## src/source/xbar_settings.svh

```systemverilog
`ifndef XBAR_SETTINGS_SVH
`define XBAR_SETTINGS_SVH

// address map of the interconnect
// anything outside these windows gets DECERR

// on-chip soc memory, 4 KiB
`define SRAM_BASE 32'h0f00_0000
`define SRAM_SIZE 32'h0000_1000

// real-time counter, two 32-bit words
// low word at offset 0, high word at offset 4
`define RTC_BASE 32'h0200_0048
`define RTC_SIZE 32'h0000_0008

// clock cycles per counter tick
`define RTC_DIV 4

// memory depth in 32-bit words
// must cover SRAM_SIZE / 4
`define SRAM_WORDS 1024

`endif

```

## src/source/axi_pkg.sv

```systemverilog
package axi_pkg;

	// field widths
	typedef logic [31:0] addr_t;
	typedef logic [31:0] data_t;
	typedef logic [3:0]  strb_t;
	typedef logic [7:0]  len_t;
	typedef logic [2:0]  size_t;
	typedef logic [1:0]  burst_t;

	// response codes, EXOKAY unused
	typedef enum logic [1:0] {
		OKAY   = 2'b00,
		SLVERR = 2'b10,
		DECERR = 2'b11
	} resp_t;

	// channel payloads with their valid, ready travels alone
	typedef struct packed {
		logic   valid;
		addr_t  addr;
		len_t   len;
		size_t  size;
		burst_t burst;
	} ar_chan_t;

	typedef struct packed {
		logic  valid;
		addr_t addr;
	} aw_chan_t;

	typedef struct packed {
		logic  valid;
		data_t data;
		strb_t strb;
	} w_chan_t;

	typedef struct packed {
		logic  valid;
		data_t data;
		resp_t resp;
		logic  last;
	} r_chan_t;

	typedef struct packed {
		logic  valid;
		resp_t resp;
	} b_chan_t;

endpackage

```

## src/source/xbar_pkg.sv

```systemverilog
package xbar_pkg;

	// decoded destination of a request
	typedef enum logic [1:0] {
		TGT_SRAM,
		TGT_RTC,
		TGT_NONE
	} target_e;

	// crossbar routing states
	// ERR_RESP answers the request inside the crossbar
	typedef enum logic [1:0] {
		IDLE,
		SRAM_XFER,
		RTC_XFER,
		ERR_RESP
	} xbar_state_e;

endpackage

```

## src/source/addr_decoder.sv

```systemverilog
`timescale 1ns/100ps
`include "xbar_settings.svh"

module addr_decoder
	import axi_pkg::*;
	import xbar_pkg::*;
(
	input  addr_t   addr,
	output target_e target,
	output logic    writable
);

	logic hit_sram;
	logic hit_rtc;

	// window compares, upper bound exclusive
	assign hit_sram = (addr >= `SRAM_BASE) && (addr < `SRAM_BASE + `SRAM_SIZE);
	assign hit_rtc  = (addr >= `RTC_BASE) && (addr < `RTC_BASE + `RTC_SIZE);

	always_comb begin
		if (hit_sram) begin
			target = TGT_SRAM;
		end else if (hit_rtc) begin
			target = TGT_RTC;
		end else begin
			target = TGT_NONE;
		end
	end

	// counter is read-only, so only memory takes writes
	assign writable = hit_sram;

endmodule

```

## config.mk

```make
export PLATFORM = sky130hd
export DESIGN_NAME = addr_decoder
export DESIGN_NICKNAME = d
export VERILOG_FILES = /design/src/source/axi_pkg.sv /design/src/source/xbar_pkg.sv /design/src/source/addr_decoder.sv
export VERILOG_INCLUDE_DIRS = /design/src /design/src/source
export SDC_FILE = /design/constraint.sdc
export NUM_CORES = 1
export LEC_CHECK = 0
export ABC_AREA = 1
export ABC_CLOCK_PERIOD_IN_PS = 800
export CORE_AREA = 2 2 39 41
export DETAILED_ROUTE_END_ITERATION = 7
export DIE_AREA = 0 0 41 43
export DONT_BUFFER_PORTS = 1
export GPL_TIMING_DRIVEN = 1
export MAX_ROUTING_LAYER = met4
export PLACE_DENSITY = 0.3
export REMOVE_ABC_BUFFERS = 1
export SETUP_SLACK_MARGIN = 0.3
export SLEW_MARGIN = 20
export SYNTH_ARGS = -nofsm -noshare
export SYNTH_HDL_FRONTEND = slang
export SYNTH_SLANG_ARGS = --single-unit
```

## constraint.sdc

```tcl
create_clock -name vclk -period 0.8
set_clock_uncertainty 0.15 [all_clocks]
set_input_delay 0.04 -clock vclk [all_inputs]
set_output_delay 0.04 -clock vclk [all_outputs]
set_load 0.02 [all_outputs]
```

# [After elaboration in Yosys (flattened, before gate mapping)]
# Cells that the tools add are included.
[totals] out_inout_bits=3 input_bits=32 wordCells=8 ff_bits=0
[classes] reduce_logical=2 magnitude_cmp=4 mux=2
[ops] operator="32-bit by 26-bit greater-or-equal comparator with 1-bit output (second input constant)" n=1
[ops] operator="32-bit by 28-bit greater-or-equal comparator with 1-bit output (second input constant)" n=1
[ops] operator="32-bit by 26-bit < comparator with 1-bit output (second input constant)" n=1
[ops] operator="32-bit by 28-bit < comparator with 1-bit output (second input constant)" n=1
[ops] operator="2-bit 2-to-1 mux" n=2
[ops] operator="1-bit logical AND" n=2

# [Logic depth before layout (Yosys ltp)]
[depth] ltp_word=4 ltp_mapped=7 depth_no_buf=7

# [Worst setup path before layout]
# Ideal clock, no wire load.
[synth_timing] path_kind="input-to-output" from="input addr[17]" to="output target[1]" arrival_ps=735 n_path_buf=0 path_slack_ps=-125 t_required_ps=610 path_stages=6 path_cell_list="nor2_1 -> nand2_1 -> nor2_1 -> nand2_1 -> nor2_2 -> nor2_1"
[synth_via] elab_chain_cells=4 word_cells_on_any_way=8 classes_between="4 x order compare; 2 x mux; 2 x reduce/logical"
[synth_lines] element="start: declaration" line_no="addr_decoder.sv:8" text="input addr_t addr,"
[synth_lines] element="32-bit by 26-bit greater-or-equal comparator with 1-bit output (no line) / 32-bit by 26-bit < comparator with 1-bit output (equally long branches)"
[synth_lines] element="1-bit logical AND" line_no="addr_decoder.sv:18" text="assign hit_rtc = (addr >= `RTC_BASE) && (addr < `RTC_BASE + `RTC_SIZE);"
[synth_lines] element="2-bit 2-to-1 mux" line_no="addr_decoder.sv:23" text="end else if (hit_rtc) begin"
[synth_lines] element="2-bit 2-to-1 mux *" line_no="addr_decoder.sv:21" text="if (hit_sram) begin"
[synth_lines] element="end: declaration" line_no="addr_decoder.sv:9" text="output target_e target,"
# Every way passes the cells marked *; elsewhere a longest branch is shown, timed or not.

# [Worst setup path after layout]
[layout_timing] from="input addr[25]" to="output target[0]"
# The elaborated chain is that of the path after synthesis.

==> metrics.txt <==
status complete, but fails checks; violated checks negative setup slack; CP Class input pin to primary output; pins over their slew limit 0; final setup margin -0.0236 ns; CP max FO 2; Die Width 41 microns; Pwr Density 196 nW/um^2; max-cap viol count 0; max frequency 1.21 GHz; most frequent CP cell nand2_1; RSZ-0062 raised after global routing yes; CLK BUF 0; crit-path leading delay family simple AND/OR/NAND/NOR gates; total die area 1760 sq um; Ports 35; # setup viols final 2; gr ovfl total 0; Place WS -0.0420 ns; Synth Cell Area 161 sq um; DPL Wire Length 415 microns; crit path cell chain inv_6 > nor2_4 > nand2_1 > nor2_1 > nand2_1 > nor2_2 > buf_6; Distinct cells, synth 5; # diodes 0; Vias 236; hold-fix buffers at CTS 0; LEAKAGE 0.0933 nW; Worst Path Required 0.61 ns; Layout Utilization 20.2%; 1st-pass router iterations 2; total power 0.0547 mW; area share of the largest cell type after synthesis 46.5%; Die Y 43 microns; top cells by area, synth nor2_1, nand2_1, inv_1; area leader, netlist nor2_1; core area 1380 sq um; Finished Layout Cells 59; worst hold path type input pin to primary output; DRC Markers 0; WHS 0.207 ns; DP Area 196 sq um; first-pass GRT wire length 565 microns; Iter 0 DRT Violations 2; VDD IR max 0.0000447 V; Setup crit start kind input pin; Synth top cells by count nor2_1, nand2_1, inv_1, nand3_1, nor2_2; Critical Path AT 0.63 ns; GR Util All Layers 4.50%; initial core utilization 11.7%; Crit path largest cell delay 0.14 ns; area grow syn2layout 72.9%; DRT Wirelength 445 microns; Slowest-stage cell, CP nor2_2; Seq Cell Count 0; Least-Margin Pin Slew 0.379 ns; Synthesis Warnings 0; nets@finish 77; share of cells above drive strength 1 44.2%; WL/cell 7.54 microns; Mapped Avg Cell Area 3.94 sq um; largest net degree at the start of global routing 3; Placed Cells incl. Taps 59; vias per cell 4.00; Port Buffers 0; post-route ant nets 0; Final min period 0.824 ns; register area 0 sq um; Routability Congestion 0.569; final period utilization 103%; num rows 14; Setup Buffers After CTS 0; initial antenna violation count 0; Slew Limit Headroom 74.7%; crit path buf inv count 2; crit end category primary output; Fin Setup TNS -0.0388 ns; final-report hold violation count 0; Synth Instances 41; count leader, synth nor2_1; post-route cell area 279 sq um; vias in the first global route 153; post-synthesis sequential area ratio 0%
==> logic make-up after synthesis <==
logic type	count (synthesis)	synth area share, %
buffers and inverters	6	14.0
AND/OR/NAND/NOR	35	86.0
==> worst paths after layout <==
path	from	slack (ns)	to	cells after the start
min	addr[29]	0.21	writable	4
max	addr[25]	-0.02	target[0]	7
==> routing by layer <==
layer  global-route usage (%)  wire length, microns
met1                     5.06                   149
met5                        -                     0
met3                        0                    62
met2                     8.75                   233
met4                        0                     0
==> what timing repair did <==
item                       CTS  global route
pin swaps                    6            12
setup endpoints to repair    3             3
gates resized for setup     11            17
hold endpoints to repair     0             0
==> power breakdown <==
group | internal (mW) | switching (mW)
registers | 0 | 0
clock network | 0 | 0
logic | 0.0317 | 0.0230
==> cells in the final DEF (no fill, tap or decap), drive strengths merged <==
master / count
buf: 2
inv: 6
nand2: 11
nand3: 2
nor2: 22
==> layout make-up <==
class                           instances  area [sq um]
Tap cell                               16          20.0
Timing Repair Buffer                    2          22.5
Multi-Input combinational cell         35           201
Inverter                                6          35.0
Fill cell                             158          1100
==> worst min-delay path, cell delays in order <==
cell and delay, ns:
nor2_2 0.02, nand3_1 0.08, nor2_2 0.05, buf_6 0.12
No activity file was read; power rests on OpenSTA's default activity.
