### config.mk
export PLATFORM = sky130hd
export DESIGN_NAME = rtc_counter
export DESIGN_NICKNAME = d
export VERILOG_FILES = /design/src/source/axi_pkg.sv /design/src/source/rtc_counter.sv
export VERILOG_INCLUDE_DIRS = /design/src /design/src/source
export SDC_FILE = /design/constraint.sdc
export NUM_CORES = 1
export LEC_CHECK = 0
export ABC_AREA = 1
export ABC_CLOCK_PERIOD_IN_PS = 2600
export BUFFER_PORTS_ARGS = -buffer_cell sky130_fd_sc_hd__buf_2
export CAP_MARGIN = 10
export CORE_MARGIN = 8
export CORE_UTILIZATION = 30
export CTS_BUF_LIST = sky130_fd_sc_hd__clkbuf_8
export DETAILED_ROUTE_END_ITERATION = 7
export SETUP_SLACK_MARGIN = 0.2
export SLEW_MARGIN = 5
export SYNTH_ARGS = -nofsm -noshare
export SYNTH_HDL_FRONTEND = slang
export SYNTH_SLANG_ARGS = --single-unit
export TNS_END_PERCENT = 50
### constraint.sdc
create_clock -name clk -period 2.6 [get_ports clk]
set_clock_uncertainty 0.05 [all_clocks]
set_input_delay 0.26 -clock clk [delete_from_list [all_inputs] [get_ports clk]]
set_output_delay 0.26 -clock clk [all_outputs]
set_load 0.01 [all_outputs]
### src/source/xbar_settings.svh
`ifndef XBAR_SETTINGS_SVH
`define XBAR_SETTINGS_SVH

// address map of the interconnect
// anything outside these windows gets DECERR

// on-chip soc memory, 4 KiB
`define SRAM_BASE 32'h0f00_0000
`define SRAM_SIZE 32'h0000_1000

// real-time counter, two 32-bit words
// low word at offset 0, high word at offset 4
`define RTC_BASE 32'h0200_0048
`define RTC_SIZE 32'h0000_0008

// clock cycles per counter tick
`define RTC_DIV 4

// memory depth in 32-bit words
// must cover SRAM_SIZE / 4
`define SRAM_WORDS 1024

`endif

### src/source/axi_pkg.sv
package axi_pkg;

	// field widths
	typedef logic [31:0] addr_t;
	typedef logic [31:0] data_t;
	typedef logic [3:0]  strb_t;
	typedef logic [7:0]  len_t;
	typedef logic [2:0]  size_t;
	typedef logic [1:0]  burst_t;

	// response codes, EXOKAY unused
	typedef enum logic [1:0] {
		OKAY   = 2'b00,
		SLVERR = 2'b10,
		DECERR = 2'b11
	} resp_t;

	// channel payloads with their valid, ready travels alone
	typedef struct packed {
		logic   valid;
		addr_t  addr;
		len_t   len;
		size_t  size;
		burst_t burst;
	} ar_chan_t;

	typedef struct packed {
		logic  valid;
		addr_t addr;
	} aw_chan_t;

	typedef struct packed {
		logic  valid;
		data_t data;
		strb_t strb;
	} w_chan_t;

	typedef struct packed {
		logic  valid;
		data_t data;
		resp_t resp;
		logic  last;
	} r_chan_t;

	typedef struct packed {
		logic  valid;
		resp_t resp;
	} b_chan_t;

endpackage

### src/source/rtc_counter.sv
`timescale 1ns/100ps
`include "xbar_settings.svh"

module rtc_counter
	import axi_pkg::*;
(
	input  logic     clk,
	input  logic     rst,
	input  ar_chan_t ar,
	output logic     ar_ready,
	output r_chan_t  r,
	input  logic     r_ready
);

	localparam int DIV_W = $clog2(`RTC_DIV);
	localparam logic [DIV_W-1:0] DIV_LAST = DIV_W'(`RTC_DIV - 1);

	logic [DIV_W-1:0] div_cnt;
	logic [63:0]      ticks;
	data_t            hi_latch;
	data_t            r_data;
	logic             r_valid;

	// prescaler and tick count
	always_ff @(posedge clk) begin
		if (rst) begin
			div_cnt <= '0;
			ticks   <= '0;
		end else if (div_cnt == DIV_LAST) begin
			div_cnt <= '0;
			ticks   <= ticks + 64'd1;
		end else begin
			div_cnt <= div_cnt + 1'b1;
		end
	end

	// one beat pending at most
	assign ar_ready = ~r_valid;

	always_ff @(posedge clk) begin
		if (rst) begin
			r_valid  <= 1'b0;
			hi_latch <= '0;
		end else if (ar.valid && ar_ready) begin
			r_valid <= 1'b1;
			// low word read snapshots the high half
			if (!ar.addr[2]) begin
				r_data   <= ticks[31:0];
				hi_latch <= ticks[63:32];
			end else begin
				r_data <= hi_latch;
			end
		end else if (r_ready) begin
			r_valid <= 1'b0;
		end
	end

	assign r.valid = r_valid;
	assign r.data  = r_data;
	assign r.resp  = OKAY;
	assign r.last  = 1'b1;

endmodule

* After elaboration in Yosys (flattened, before gate mapping)
Index checks and enable logic that the tools add are counted.
Widths: inputs -> output; s select.
** Storage, ports and cells
- Register bits after elaboration :: 131
- Word-level logic and storage cells :: 19
- Input port bits :: 49
- Output and inout port bits :: 37
** Cells by class
- $add $sub $neg :: 2
- Equal/unequal tests :: 1
- Reductions and logical operators :: 5
- Bitwise logic cells :: 3
- Mux-type cells :: 3
** Operator list (count)
- $add 64x1->64 const B :: 1
- $mux 32 :: 1
- $reduce_and 2->1 :: 2
- $not 1->1 :: 3
- $add 2x1->2 const B :: 1
- $eq 2x2->1 const B :: 1
- $mux 1 :: 2
- $reduce_bool 2->1 :: 1
- $reduce_or 2->1 :: 1
- $logic_and 1x1->1 :: 1

* Longest topological paths before layout
- Depth after elaboration :: 3
- Mapped depth :: 11
- Gate-level depth less buffers :: 11

* Least setup slack after synthesis
OpenSTA, ideal clock, no wires.
- Kind :: reg-to-reg
- Start point :: reg r_valid
- End point :: reg r_data[0], enable pin
- Cell stages (with the launch flop) :: 4
- Library setup time :: 421 ps
- Period minus slack after synthesis :: 2331 ps
- Arrival :: 1860 ps
- Path slack :: 269 ps
- Path buffers :: 0
- Required time :: 2129 ps
- Cells stage by stage :: dfxtp_1 inv_1 nand2_1 nor2_1
** Between the ends
- Cells in the longest elaborated chain, start to end :: 3
** RTL lines
- start: declaration :: line rtc_counter.sv:22 : logic r_valid;
- start signal: assignment :: line rtc_counter.sv:42 : r_valid <= 1'b0;
- start signal: assignment :: line rtc_counter.sv:45 : r_valid <= 1'b1;
- start signal: assignment :: line rtc_counter.sv:54 : r_valid <= 1'b0;
- $not 1->1 :: line rtc_counter.sv:38 : assign ar_ready = ~r_valid;
- net ar_ready :: line rtc_counter.sv:10 : output logic ar_ready,
- $logic_and 1x1->1 :: line rtc_counter.sv:44 : end else if (ar.valid && ar_ready) begin
- $reduce_and 2->1 (no line)
- end signal: assignment :: line rtc_counter.sv:48 : r_data <= ticks[31:0];
- end signal: assignment :: line rtc_counter.sv:51 : r_data <= hi_latch;
- end: declaration :: line rtc_counter.sv:21 : data_t r_data;
The timed path passes the listed nets, and every way through them passes these cells.
A chain may end at the register's enable or synchronous reset.

* Worst setup path after layout
- Start point :: reg div_cnt[0]
- End point :: reg ticks[50]
** Between the ends
- Cells in the longest elaborated chain, start to end :: 1
** RTL lines
- start: declaration :: line rtc_counter.sv:18 : logic [DIV_W-1:0] div_cnt;
- start signal: assignment :: line rtc_counter.sv:33 : div_cnt <= div_cnt + 1'b1;
- $eq 2x2->1 :: line rtc_counter.sv:29 : end else if (div_cnt == DIV_LAST) begin
- end signal: assignment :: line rtc_counter.sv:31 : ticks <= ticks + 64'd1;
- end: declaration :: line rtc_counter.sv:19 : logic [63:0] ticks;
Every way passes these cells.

==> results.py <==
metrics = {
    "critical_path": {
        "cp-start-kind": "flip-flop",
        "ff2ff_setup_slack_ns": 0.52,
        "worstPathArrival_ns": 2.38,
        "rr_endpoint": "ticks[50]",
        "path_class": "reg -> reg",
        "cp_max_fo": 7,
        "cp.required_ns": 2.90,
        "endpoint_kind": "flip-flop",
        "rr_worst_depth": 10,
        "r2r_start": "div_cnt[0]",
    },
    "floorplan": {
        "start_util": 0.302,
        "die_width_um": 161,
        "ios": 86,
        "core_area_um2": 20800,
        "rows": 53,
        "chipHeight_um": 161,
        "dieArea_um2": 25800,
    },
    "detailed_routing": {
        "ant_nets": 0,
        "vias": 5559,
        "remaining_drc_errors": 0,
        "drt-initial-drc-count": 358,
        "viasPerCell": 4.59,
        "wire_per_inst_um": 14.1,
        "drt-total-wl_um": 17100,
        "drtPass1Iterations": 5,
    },
    "layout": {
        "drive_above_1_share": 0.122,
        "diodes": 0,
        "nNetsFinal": 974,
        "final_util": 0.348,
        "syn2layout_area_growth_pct": 15.1,
        "final_cells": 1211,
    },
    "grt": {
        "grt_pass1_wl_um": 27800,
        "use_met2": 0.224,
        "top_usage_layer": "met2",
        "gr-total-overflow": 0,
        "grt_pass1_vias": 5273,
        "track_usage": 0.136,
        "grt_max_degree": 49,
        "use_met1": 0.171,
        "met3_usage": 0.0276,
        "antenna_found_initial": 1,
    },
    "synth": {
        "ys_async_sr_fraction": 0,
        "syn-instance-count": 881,
        "synth_edf_count": 32,
        "synth-seq-cells": 131,
        "synth_commonest_cells": "201 x nand2_1, 144 x nor2_1, 110 x inv_1, 99 x dfxtp_1, 86 x o21ai_0",
        "synth-xor-area-share": 0.00558,
        "synth_top_family_by_area": "simple AND/OR/NAND/NOR gates",
        "synth.distinct_cells": 33,
        "muxShareOfSynthArea": 0,
        "synth.top_cell.area_share": 0.316,
        "synth_adder_area_share": 0.00399,
        "synth.avg_cell_area_um2": 7.12,
        "synth_simple_gate_area_frac": 0.306,
        "synth.area.top_cells": "dfxtp_1 32%, edfxtp_1 15%, nand2_1 12%",
        "ys.flop_type": "dfxtp_1",
        "netlist_area_um2": 6270,
        "ys_warn_count": 0,
        "ys_seq_area_frac": 0.469,
        "synth_compound_area_frac": 0.128,
        "yosysMostFrequentCell": "nand2_1",
        "synth_largest_area_cell": "dfxtp_1",
    },
    "power": {
        "leakage_nw": 2.55,
        "p_per_area_nw_per_um2": 589,
        "peakVddDrop_mv": 0.266,
    },
    "clocking": {
        "clock_latency_ns": 0.45,
        "cts_max_path_buffers": 2,
        "cts_setup_buffers": 0,
        "clk_pin_slew_ns": 0.07,
        "post_cts_resized": 0,
        "cts_root_buffer": "clkbuf_8",
        "cts_tree": "yes",
        "ctsHtreeMaxLevel": 4,
        "cts.sinks": 131,
        "cts_inserted_buffers": 17,
    },
    "worst_hold_path": {
        "min_to": "r_valid",
        "min-delay-start": "ar[45]",
        "hold_path_class": "in -> reg",
        "hold_depth": 3,
    },
    "placement": {
        "globalplace.congestion": 0.928,
        "placedCellCount": 1178,
        "dp_hpwl_um": 13000,
        "port_buffers": 38,
    },
    "sta": {
        "fin_setup_tns_ns": 0,
        "setup_viol": 0,
        "worst_slew_pin_slew_ns": 0.684,
        "slew_headroom": 0.544,
        "fmax_mhz": 481,
        "finalHoldViolations": 0,
        "fin_crit_sh": 0.799,
        "rsz0062_at_grt": "false",
        "min_period_ns": 2.08,
        "drv_slew": 0,
    },
    "run": {
        "drv_cap": 0,
    },
    "run_status": {
        "outcome": "completed",
    },
}
-- layout make-up --
| cell class | count | area (um^2) |
|---|---|---|
| fill | 2232 | 13500 |
| tap | 275 | 344 |
| multi-input combinational | 611 | 2800 |
| clock buffer | 19 | 262 |
| clock inverter | 13 | 166 |
| inverter | 114 | 428 |
| sequential | 131 | 2940 |
| timing repair buffer | 48 | 280 |
-- sequential cells by signal (all words and copies together), names as in the netlist --
name,flops
r_valid,1
hi_latch,32
div_cnt,2
ticks,64
r_data,32
-- cell families (layout without fill, tap and decap cells) --
group | count (synthesis) | in the layout
simple gates | 444 | 444
compound gates | 158 | 158
buf+inv | 140 | 194
flops | 131 | 131
xor+xnor | 4 | 4
fa+ha+maj | 2 | 2
other cells | 2 | 3
-- routing by layer --
metal / wire (um) / share of wire
met1: 7810 / 0.46
met3: 819 / 0.048
met5: 10 / 0.00059
met2: 8000 / 0.47
met4: 441 / 0.026
-- critical path, cell delays in order (launching register included) --
cell and delay (ns):
dfxtp_1 0.34, ha_1 0.35, nand2_2 0.19, nor2_4 0.18
nand2_2 0.08, nor2_2 0.17, nand3_1 0.23, nor2_1 0.21
nand2_1 0.07, nand2_1 0.06, nor2_1 0.04
-- placed cells by master (no fill, tap or decap), types with 19 or more instances in the layout --
| cell | n |
|---|---|
| nand2_1 | 201 |
| edfxtp_1 | 32 |
| nand3_1 | 32 |
| buf_2 | 38 |
| nor2_1 | 143 |
| clkbuf_8 | 19 |
| o21ai_0 | 86 |
| dfxtp_1 | 99 |
| a21oi_1 | 67 |
| inv_1 | 113 |
-- per-stage QoR --
step	hold slack, ns	total power, mW	instance area [um^2]	worst slack (ns)
floorplan	0.354	2.35	6280	0.269
global placement	0.366	2.42	6790	0.546
detailed placement	0.372	2.42	6790	0.531
CTS	0.0450	4.30	7220	0.522
global route	0.0751	4.41	7220	0.366
finish	0.0681	4.25	7220	0.521
-- report_power, final --
part	switching, mW	internal (mW)
logic	0.138	0.0686
registers	0.0215	2.15
clock network	0.802	1.08
-- how the worst max path moves through the flow --
| stage | end | cells past startpoint | start | slack, ns |
|---|---|---|---|---|
| after floorplan | r_data[0] | 3 | r_valid | 0.27 |
| after global placement | ticks[50] | 10 | div_cnt[0] | 0.55 |
| after detailed placement | ticks[50] | 10 | div_cnt[0] | 0.53 |
| after CTS | ticks[50] | 10 | div_cnt[0] | 0.52 |
| after global routing | ticks[50] | 10 | div_cnt[0] | 0.37 |
| final | ticks[50] | 10 | div_cnt[0] | 0.52 |
-- what timing repair did --
item,4_1_cts,5_1_grt
hold buffers,1,0
setup endpoints to repair,0,0
hold endpoints to repair,1,0
Note: power is estimated with default switching activity, not from simulation.
