[config.mk]
export PLATFORM = sky130hd
export DESIGN_NAME = axi_xbar
export DESIGN_NICKNAME = d
export VERILOG_FILES = /design/src/source/xbar_settings.svh /design/src/source/axi_pkg.sv /design/src/source/xbar_pkg.sv /design/src/source/axi_xbar.sv
export SDC_FILE = /design/constraint.sdc
export NUM_CORES = 1
export LEC_CHECK = 0
export BUFFER_PORTS_ARGS = -buffer_cell sky130_fd_sc_hd__buf_2
export CORE_AREA = 2 2 169 171
export DETAILED_ROUTE_END_ITERATION = 16
export DIE_AREA = 0 0 171 173
export PLACE_DENSITY = 0.34
export SETUP_SLACK_MARGIN = 0.4
export SYNTH_ARGS = -nofsm -noshare
export SYNTH_HDL_FRONTEND = slang
export SYNTH_SLANG_ARGS = --single-unit
[constraint.sdc]
create_clock -name clk -period 3.8 [get_ports clk]
set_input_delay 0.19 -clock clk [delete_from_list [all_inputs] [get_ports clk]]
set_output_delay 0.19 -clock clk [all_outputs]
set_load 0.02 [all_outputs]
[src/source/xbar_settings.svh]
`ifndef XBAR_SETTINGS_SVH
`define XBAR_SETTINGS_SVH

// address map of the interconnect
// anything outside these windows gets DECERR

// on-chip soc memory, 4 KiB
`define SRAM_BASE 32'h0f00_0000
`define SRAM_SIZE 32'h0000_1000

// real-time counter, two 32-bit words
// low word at offset 0, high word at offset 4
`define RTC_BASE 32'h0200_0048
`define RTC_SIZE 32'h0000_0008

// clock cycles per counter tick
`define RTC_DIV 4

// memory depth in 32-bit words
// must cover SRAM_SIZE / 4
`define SRAM_WORDS 1024

`endif

[src/source/axi_pkg.sv]
package axi_pkg;

	// field widths
	typedef logic [31:0] addr_t;
	typedef logic [31:0] data_t;
	typedef logic [3:0]  strb_t;
	typedef logic [7:0]  len_t;
	typedef logic [2:0]  size_t;
	typedef logic [1:0]  burst_t;

	// response codes, EXOKAY unused
	typedef enum logic [1:0] {
		OKAY   = 2'b00,
		SLVERR = 2'b10,
		DECERR = 2'b11
	} resp_t;

	// channel payloads with their valid, ready travels alone
	typedef struct packed {
		logic   valid;
		addr_t  addr;
		len_t   len;
		size_t  size;
		burst_t burst;
	} ar_chan_t;

	typedef struct packed {
		logic  valid;
		addr_t addr;
	} aw_chan_t;

	typedef struct packed {
		logic  valid;
		data_t data;
		strb_t strb;
	} w_chan_t;

	typedef struct packed {
		logic  valid;
		data_t data;
		resp_t resp;
		logic  last;
	} r_chan_t;

	typedef struct packed {
		logic  valid;
		resp_t resp;
	} b_chan_t;

endpackage

[src/source/xbar_pkg.sv]
package xbar_pkg;

	// decoded destination of a request
	typedef enum logic [1:0] {
		TGT_SRAM,
		TGT_RTC,
		TGT_NONE
	} target_e;

	// crossbar routing states
	// ERR_RESP answers the request inside the crossbar
	typedef enum logic [1:0] {
		IDLE,
		SRAM_XFER,
		RTC_XFER,
		ERR_RESP
	} xbar_state_e;

endpackage

[src/source/axi_xbar.sv]
`timescale 1ns/100ps

module axi_xbar
	import axi_pkg::*;
	import xbar_pkg::*;
(
	input  logic     clk,
	input  logic     rst,
	// manager side
	input  ar_chan_t m_ar,
	output logic     m_ar_ready,
	input  aw_chan_t m_aw,
	output logic     m_aw_ready,
	input  w_chan_t  m_w,
	output logic     m_w_ready,
	output r_chan_t  m_r,
	input  logic     m_r_ready,
	output b_chan_t  m_b,
	input  logic     m_b_ready,
	// soc memory side
	output ar_chan_t s_ar,
	input  logic     s_ar_ready,
	output aw_chan_t s_aw,
	input  logic     s_aw_ready,
	output w_chan_t  s_w,
	input  logic     s_w_ready,
	input  r_chan_t  s_r,
	output logic     s_r_ready,
	input  b_chan_t  s_b,
	output logic     s_b_ready,
	// counter side, read only
	output ar_chan_t rtc_ar,
	input  logic     rtc_ar_ready,
	input  r_chan_t  rtc_r,
	output logic     rtc_r_ready,
	// decoder link
	output addr_t    dec_addr,
	input  target_e  dec_target,
	input  logic     dec_writable
);

	xbar_state_e state;
	xbar_state_e state_next;
	logic        is_read;
	logic        req_done;
	resp_t       err_resp;
	logic        addr_hs;
	logic        xfer_done;

	// reads win when both directions are pending
	assign dec_addr = m_ar.valid ? m_ar.addr : m_aw.addr;

	// address phase of the open transaction completes
	assign addr_hs = is_read ? (m_ar.valid & m_ar_ready) : (m_aw.valid & m_aw_ready);

	// last beat or write response taken by the manager
	assign xfer_done = is_read ? (m_r.valid & m_r.last & m_r_ready) : (m_b.valid & m_b_ready);

	always_comb begin
		state_next = state;
		case (state)
			IDLE: begin
				if (m_ar.valid) begin
					case (dec_target)
						TGT_SRAM: state_next = SRAM_XFER;
						TGT_RTC:  state_next = RTC_XFER;
						default:  state_next = ERR_RESP;
					endcase
				end else if (m_aw.valid && m_w.valid) begin
					// writable implies the memory window
					state_next = dec_writable ? SRAM_XFER : ERR_RESP;
				end
			end
			default: begin
				if (xfer_done) begin
					state_next = IDLE;
				end
			end
		endcase
	end

	always_ff @(posedge clk) begin
		if (rst) begin
			state    <= IDLE;
			is_read  <= 1'b0;
			req_done <= 1'b0;
		end else begin
			state <= state_next;
			if (state == IDLE) begin
				is_read  <= m_ar.valid;
				req_done <= 1'b0;
			end else if (xfer_done) begin
				req_done <= 1'b0;
			end else if (addr_hs) begin
				req_done <= 1'b1;
			end
		end
	end

	// unmapped gives DECERR, a counter write gives SLVERR
	always_ff @(posedge clk) begin
		if (state == IDLE) begin
			err_resp <= (dec_target == TGT_NONE) ? DECERR : SLVERR;
		end
	end

	// channel steering, unselected outputs stay blank
	always_comb begin
		m_ar_ready  = 1'b0;
		m_aw_ready  = 1'b0;
		m_w_ready   = 1'b0;
		m_r         = '0;
		m_b         = '0;
		s_ar        = '0;
		s_aw        = '0;
		s_w         = '0;
		s_r_ready   = 1'b0;
		s_b_ready   = 1'b0;
		rtc_ar      = '0;
		rtc_r_ready = 1'b0;
		case (state)
			SRAM_XFER: begin
				if (is_read) begin
					s_ar       = m_ar;
					s_ar.valid = m_ar.valid & ~req_done;
					m_ar_ready = s_ar_ready & ~req_done;
					m_r        = s_r;
					s_r_ready  = m_r_ready;
				end else begin
					s_aw       = m_aw;
					s_aw.valid = m_aw.valid & ~req_done;
					s_w        = m_w;
					s_w.valid  = m_w.valid & ~req_done;
					m_aw_ready = s_aw_ready & ~req_done;
					m_w_ready  = s_w_ready & ~req_done;
					m_b        = s_b;
					s_b_ready  = m_b_ready;
				end
			end
			RTC_XFER: begin
				rtc_ar       = m_ar;
				rtc_ar.valid = m_ar.valid & ~req_done;
				m_ar_ready   = rtc_ar_ready & ~req_done;
				m_r          = rtc_r;
				rtc_r_ready  = m_r_ready;
			end
			ERR_RESP: begin
				// take the request, then answer with the error code
				m_ar_ready = is_read & ~req_done;
				m_aw_ready = ~is_read & ~req_done;
				m_w_ready  = ~is_read & ~req_done;
				m_r.valid  = is_read & req_done;
				m_r.resp   = err_resp;
				m_r.last   = 1'b1;
				m_b.valid  = ~is_read & req_done;
				m_b.resp   = err_resp;
			end
			default: begin
			end
		endcase
	end

endmodule

# After elaboration in Yosys (flattened, before gate mapping)
# Index checks and enable logic that the tools add are counted.
[totals] word_cells=68 in_bits=202 register_bits=6 out_inout_bits=239
[op_classes] mux=34 n_eq_ne=6 bitwise_logic=18 reduce_logical=6
[op_table] operator="$mux W46" count=3
[op_table] operator="$mux W37" count=2
[op_table] operator="$mux W33" count=2
[op_table] operator="$pmux W32 S2" count=1
[op_table] operator="$mux W36" count=1
[op_table] operator="$mux W32" count=1
[op_table] operator="$and A1 B1 Y1" count=16
[op_table] operator="$mux W1" count=11
[op_table] operator="$mux W2" count=5
[op_table] operator="$pmux W3 S3" count=1
[op_table] operator="$eq A2 B2 Y1 const B" count=3
[op_table] operator="$pmux W1 S3" count=2
[op_table] operator="$pmux W3 S2" count=1
[op_table] operator="$eq A2 B1 Y1 const B" count=2
[op_table] operator="$logic_not A2 Y1" count=2
[op_table] operator="$pmux W1 S2" count=2
[op_table] operator="$pmux W2 S2" count=1
[op_table] operator="$mux W3" count=1
[op_table] operator="$ne A3 B3 Y1 const B" count=1
[op_table] operator="$reduce_or A3 Y1" count=1
[op_table] operator="$not A1 Y1" count=2
[op_table] operator="$reduce_and A2 Y1" count=1
[op_table] operator="$reduce_bool A2 Y1" count=1
[op_table] operator="$logic_and A1 B1 Y1" count=1

# Logic depth before layout (Yosys ltp)
# Gate-level depths: netlist of run 1.
[depth] depth_word=7 depth_mapped=7 depth_no_buf=5

# Worst setup path before layout of run 1
# Ideal clock, no wire load.
[synth_timing] path_type="register to output" startpoint="register state[0]" endpoint="output m_ar_ready" arrival_ns=1.595 path_buffers=3 stages_incl_launch_ff=8 path_slack_ns=2.015 cell_sequence="dfxtp_1 > inv_1 > ha_1 > buf_2 > buf_4 > buf_1 > a22oi_1 > nor3_1"
[synth_via] elab_chain_cells=2
[synth_rtl] item="start, declared" line_no="axi_xbar.sv:42" rtl="xbar_state_e state;"
[synth_rtl] item="start signal, assigned" line_no="axi_xbar.sv:88" rtl="state <= state_next;"
[synth_rtl] item="$eq A2 B2 Y1 / $eq A2 B1 Y1 (equally long branches)" line_no="axi_xbar.sv:121" rtl="case (state)"
[synth_rtl] item="$pmux W1 S3 *" line_no="axi_xbar.sv:121"
[synth_rtl] item="end, declared" line_no="axi_xbar.sv:11" rtl="output logic m_ar_ready,"
# Every way passes the cells marked *; elsewhere a longest branch is shown, timed or not.

==> results of run 1 <==
cell usage in the layout, fill, tap and decap left out, drive strengths merged:
cell	netlist	final
buf	19	446
diode	0	1
nor2b	33	33
ha	4	4
nor3b	2	2
a22o	2	2
a21o	3	3
and4bb	1	1
a32o	2	2
o221ai	1	1
inv	4	4
edfxtp	1	1
o31a	1	1
a221oi	4	4
a222oi	2	2
nand2b	2	2
nand2	2	2
nand3b	2	2
nor3	3	3
and2b	1	1
mux2	32	32
a2bb2oi	1	1
and2	116	116
nor2	5	5
dfxtp	4	4
or3b	1	1
and3	51	51
clkbuf	24	4
a21oi	4	4
a22oi	35	35
metal layers:
metal / vias to the layer above / GRT usage [%] / wire length [um]
met5: - / 0 / 0
met1: 1868 / 12.3 / 7100
met3: 12 / 1.44 / 1050
li1: 2074 / - / -
met2: 217 / 22.5 / 9760
met4: 0 / 1.69 / 179
cell usage after synthesis, types with 3 or more instances:
master	instances	area (um^2)
and2_1	116	726
mux2_2	32	360
a221oi_1	4	35.0
a21oi_1	4	20.0
a22oi_1	35	263
buf_2	13	65.1
and3_1	51	319
nor3_1	3	15.0
nor2_1	5	18.8
buf_4	3	22.5
dfxtp_1	4	80.1
ha_1	4	50.1
inv_1	4	15.0
a21o_1	3	22.5
clkbuf_1	24	90.1
nor2b_1	33	206
worst paths after layout:
path,cells past startpoint,start,endpoint,slack (ps)
min reg2reg,1,state[0],state[0],590
max,6,state[1],s_aw[5],1360
min,2,rst,is_read,130
max reg2reg,6,state[1],state[0],1620
power groups by stage:
stage	combinational, mW	clock, mW	sequential, mW
floorplan	0.620	0	0.0691
global placement	1.03	0	0.0828
detailed placement	1.02	0	0.0838
CTS	1.02	0.175	0.0829
global route	1.08	0.180	0.0847
finish	0.997	0.171	0.0814
cells by family (layout without fill, tap and decap cells):
| kind of cell | Yosys count | after routing | share of synthesized area [%] |
|---|---|---|---|
| multiplexers | 32 | 32 | 14.3 |
| other | 0 | 1 | 0 |
| buffers and inverters | 47 | 454 | 8.66 |
| flip-flops | 5 | 5 | 4.36 |
| adder cells (fa/ha/maj) | 4 | 4 | 1.98 |
| AO/OA/AOI/OAI | 55 | 55 | 16.8 |
| AND/OR/NAND/NOR | 219 | 219 | 54.0 |
flip-flops by register name, summed over array words and instances (netlist names):
| register | flops |
|---|---|
| err_resp | 1 |
| state | 2 |
| is_read | 1 |
| req_done | 1 |
final cells by class:
| class | instances | area share [%] |
|---|---|---|
| Antenna cell | 1 | 0.0487 |
| Clock buffer | 4 | 1.53 |
| Inverter | 4 | 0.292 |
| Multi-Input combinational cell | 310 | 43.1 |
| Sequential cell | 5 | 2.17 |
| Tap cell | 378 | 9.20 |
| Timing Repair Buffer | 446 | 43.7 |
critical path, cell delays in order, from the launching register on:
cell     delay (ps)
dfxtp_1         360
inv_1           100
ha_2            400
and2b_2         480
buf_4           330
and2_1          170
buf_2           170
==> summary.md, run 1 <==
| Metric | Value |
|---|---|
| Number of synthesized flops with an enable pin | `1` |
| Worst Path Arrival | `approximately 2300 ps` |
| Hold_ws | `between 100 and 150 ps` |
| Global-route wire length before repair | `24800 um` |
| Worst slew pin tran | `938 ps` |
| Core area | `~28000 um^2` |
| H-tree depth | `1` |
| Unique masters post-synth | `32` |
| Register area | `111 um^2` |
| RSZ-0062 raised after global routing | `no` |
| CTS tree | `yes` |
| Multi-input gate area | `roughly 2200 um^2` |
| Final worst setup slack | `between 1000 and 1500 ps` |
| Syn Std Cell Area | `2530 um^2` |
| I/O Pins | `approximately 440` |
| Initial antenna violation count | `0` |
| All-layer global routing usage | `~11%` |
| P&R area growth vs syn | `103%` |
| Post-synth ARST share | `0%` |
| # nets final | `roughly 980` |
| Syn Area/Cell | `6.98 um^2` |
| Max-slew headroom | `between 30 and 40%` |
| Via-to-Cell Ratio | `roughly 3.6` |
| Initial Utilization | `under 10%` |
| Total power | `roughly 1.2 mW` |
| Setup TNS | `0 ps` |
| Crit end category | `output port` |
| Flop pwr share | `under 10%` |
| # port buffers | `440` |
| Syn_nets | `568` |
| Die Y-Extent | `approximately 170 um` |
| Wire per inst | `15.8 um` |
| Post-CTS Setup Bufs | `0` |
| Placed cell count | `roughly 1100` |
| Setup CP Type | `register to output port` |
| HP Class | `input port to register` |
| Clk root buf | `clkbuf_16` |
| Final instance area | `5140 um^2` |
| Via Count | `around 4200` |
| Placed cell areas | `~5100 um^2` |
| Final period util | `between 60 and 70%` |
| Outcome | `finished clean` |
| Final cell count without fillers | `~1100` |
| Vias in the first global route | `around 4000` |
| Post-synthesis sequential area ratio | `between 4 and 5%` |
| Clock buffer depth | `2` |
| FF+latch count, synth | `5` |
| Clock skew | `between 0.4 and 0.5 ps` |
| Cts bufs inserted | `3` |
| Largest net degree at the start of global routing | `56` |
| Clock-pin transition on the worst setup and hold timing paths | `30 ps` |
| Final setup fails | `0` |
| Initial DRT Pass Iterations | `4` |
| Clock share of power | `between 10% and 20%` |
| Horiz. Die Dim | `171 um` |
| PD cells | `~240 nW/um^2` |
| Main synth FF type | `dfxtp_1` |
| Global route total overflow | `0` |
| Fillcell total | `between 3000 and 4000` |
| Max-slew violations | `0` |
| Fmax | `roughly 0.41 GHz` |
| Gates resized, CTS repair | `0` |
| Post-DRT Antenna Nets | `0` |
| FP Rows | `61` |
| Initial DRC count | `roughly 110` |
| CP Launch Type | `register` |
| GPL Wtd Cong | `about 0.79` |
| Final core occ | `roughly a fifth` |
| Peak VDD IR | `122 uV` |
| Max-Cap Viols | `0` |
| Die area | `29600 um^2` |
| Tmin final | `2440 ps` |
| Post-DP HPWL | `15000 um` |
| CP Max Fanout | `28` |
| Layout cells sized above 1 | `between 60% and 70%` |
| Cell Int Power | `between 0.5 and 0.6 mW` |
| Switch share | `52.9%` |
| Yosys warnings | `0` |
| Detailed-route DRC error count | `0` |
| Comb pwr share | `79.8%` |
| Net Switching | `about 0.66 mW` |
| Leakage dissipation | `approximately 3.1 nW` |
| Final Hold Viols | `0` |
| CP Data Required Time | `between 3000 and 4000 ps` |
| Clock sinks | `5` |
| Synth Instances | `approximately 360` |
| Hold Buf Count CTS | `0` |
| Worst-skew pair later-pin latency | `220 ps` |
| Pre-CTS setup slack | `approximately 1500 ps` |
| Final Routed Wirelength | `18100 um` |
Power figures use the tool's default switching activity.
==> inputs of run 2 (changes only) <==
Settings changed: CORE_AREA 2 2 169 171 to 2 2 170 172, DIE_AREA 0 0 171 173 to 0 0 172 174.
Clock period 3.8 ns to 2.3 ns, I/O delays scaled along.
==> summary.md, run 2 (synthesis results as in run 1) <==
| Metric | Value |
|---|---|
| Worst slew pin tran | `595 ps (-343 ps)` |
| Fmax | `0.531 GHz` |
| Peak VDD IR | `193 uV (+58%)` |
| Global-route wire length before repair | `26100 um (+5.4%)` |
| Top reg by flops | `state` |
| Final Routed Wirelength | `20100 um (+11%)` |
| Wire per inst | `17.0 um (+8.0%)` |
| Total power | `2.47 mW (+97%)` |
| Placed cell areas | `5170 um^2 (+2.1%)` |
| Initial antenna violation count | `4 (+4)` |
| I/O Pins | `441 (unchanged)` |
| CP Launch Type | `register` |
| Setup TNS | `0 ps (unchanged)` |
| Max-slew headroom | `60.3% (+23 points)` |
| DR WL met2 | `9790 um (+0.25%)` |
| Final period util | `between 80% and 90%` |
| PD cells | `435 nW/um^2 (+79%)` |
| Clock-pin transition on the worst setup and hold timing paths | `30 ps (about the same)` |
| Die Y-Extent | `174 um (+0.58%)` |
| Outcome | `finished clean` |
| Initial DRC count | `198 (+83%)` |
| Max FFs per register | `2 (unchanged)` |
| Setup CP Type | `register to output port` |
| # nets final | `1001 (+2.6%)` |
| Largest net degree at the start of global routing | `41 (-27%)` |
| Most common cell after layout, fill and taps aside | `buf_2` |
| CTS tree | `yes` |
| Metal3 WL | `1240 um (+18%)` |
| Cts bufs inserted | `3 (unchanged)` |
| Clock sinks | `5 (unchanged)` |
| CP Max Fanout | `7 (-75%)` |
| Vias in the first global route | `3939 (-1.3%)` |
| RSZ-0062 raised after global routing | `yes` |
| Wl on met1 | `8960 um (+26%)` |
| Die area | `29900 um^2 (+1.2%)` |
| FP Rows | `62 (+1.6%)` |
| GPL Wtd Cong | `0.799 (+0.83%)` |
| Commonest non-fill, non-tap cells in the layout | `buf_2, and2_1, and3_1` |
| Worst Path Arrival | `1770 ps (-480 ps)` |
| Initial DRT Pass Iterations | `4 (unchanged)` |
| CP dominant cell by count | `buf_12` |
| Max-Cap Viols | `0 (unchanged)` |
| Final setup fails | `0 (unchanged)` |
| Worst-skew pair later-pin latency | `230 ps (about the same)` |
| Uppermost layer routed | `met4` |
| Hold Buf Count CTS | `0 (unchanged)` |
| Post-DRT Antenna Nets | `0 (unchanged)` |
| Horiz. Die Dim | `172 um (+0.58%)` |
| Leakage dissipation | `3.34 nW (+6.8%)` |
| # port buffers | `440 (unchanged)` |
| HP Start | `rst` |
| Layout cells sized above 1 | `65.6% (+2.5 points)` |
| Final instance area | `5670 um^2 (+10%)` |
| Clk root buf | `clkbuf_16` |
| CP Data Required Time | `2180 ps (-1430 ps)` |
| Worst setup path start | `state[1]` |
| Worst path max stage delay | `370 ps (-110 ps)` |
| H-tree depth | `1 (unchanged)` |
| Detailed-route DRC error count | `0 (unchanged)` |
| Clock buffer depth | `2 (unchanged)` |
| Via Count | `4357 (+4.5%)` |
| HP Class | `input port to register` |
| Crit end category | `output port` |
| Max-slew violations | `0 (unchanged)` |
| Post-DP HPWL | `15600 um (+3.7%)` |
| Final Hold Viols | `0 (unchanged)` |
| Global route total overflow | `0 (unchanged)` |
| Tmin final | `~1900 ps` |
| Core area | `28200 um^2 (+2.2%)` |
| All-layer global routing usage | `11.7% (+0.57 points)` |
| CP max stage cell | `dfxtp_4` |
| Via-to-Cell Ratio | `3.69 (+1.5%)` |
| FF-to-FF Start | `state[1]` |
| P&R area growth vs syn | `124%` |
| Worst path cell trace | `inv_4 > ha_4 > buf_12 > and2b_4 > buf_12 > clkbuf_16 > and2_1 > buf_4` |
| Initial Utilization | `8.95% (-0.20 points)` |
| Clock skew | `1.72 ps (+1.31 ps)` |
==> run 2: worst paths after layout <==
| path | to | slack, ps | depth (start not counted) |
|---|---|---|---|
| worst max-delay path | s_w[17] | 420 | 8 |
| worst min-delay path | is_read | 60 | 2 |
| worst max register to register | req_done | 480 | 7 |
| worst min register to register | state[1] | 560 | 1 |
==> run 2: per-layer routing <==
metal / track usage (%) / up-vias
met5: 0 / -
met4: 1.19 / 0
met3: 1.89 / 9
met2: 21.0 / 204
met1: 15.1 / 2015
li1: - / 2129
==> run 2: power breakdown <==
| part | total [mW] | internal (mW) | switching (mW) |
|---|---|---|---|
| logic | 2.04 | 0.896 | 1.15 |
| registers | 0.127 | 0.106 | 0.0208 |
| clock network | 0.294 | 0.230 | 0.0637 |
==> run 2: cell type report <==
cell class,count,area [um^2]
Antenna cell,3,7.51
Clock buffer,4,78.8
Fill cell,3278,22600
Inverter,4,17.5
Multi-Input combinational cell,310,2280
Sequential cell,5,116
Tap cell,384,480
Timing Repair Buffer,471,2690
==> run 2: repair_timing <==
| item | CTS | global route |
|---|---|---|
| gates resized for setup | 21 | 21 |
| buffers inserted | 6 | 5 |
| pin swaps | 2 | 1 |
| endpoints found under the setup margin | 152 | 88 |
| cloned | 2 | 4 |
==> run 2: stage by stage <==
step / setup WS, ps / util, % / hold WS (ps) / cells
3_5_place_dp: 315 / 18.3 / 299 / 1157
3_3_place_gp: 251 / 18.3 / 286 / 1157
5_1_grt: 382 / 20.0 / 71.8 / 1178
2_1_floorplan: 590 / - / 184 / 362
4_1_cts: 339 / 19.3 / 54.2 / 1169
6_report: 416 / 20.1 / 65.0 / 1181
==> run 2: critical path: cells and delay by family (launching register included) <==
family | cells | cell delay [ps]
buffers and inverters | 5 | 640
adder cells (fa/ha/maj) | 1 | 170
flip-flops | 1 | 370
AND/OR/NAND/NOR | 2 | 340
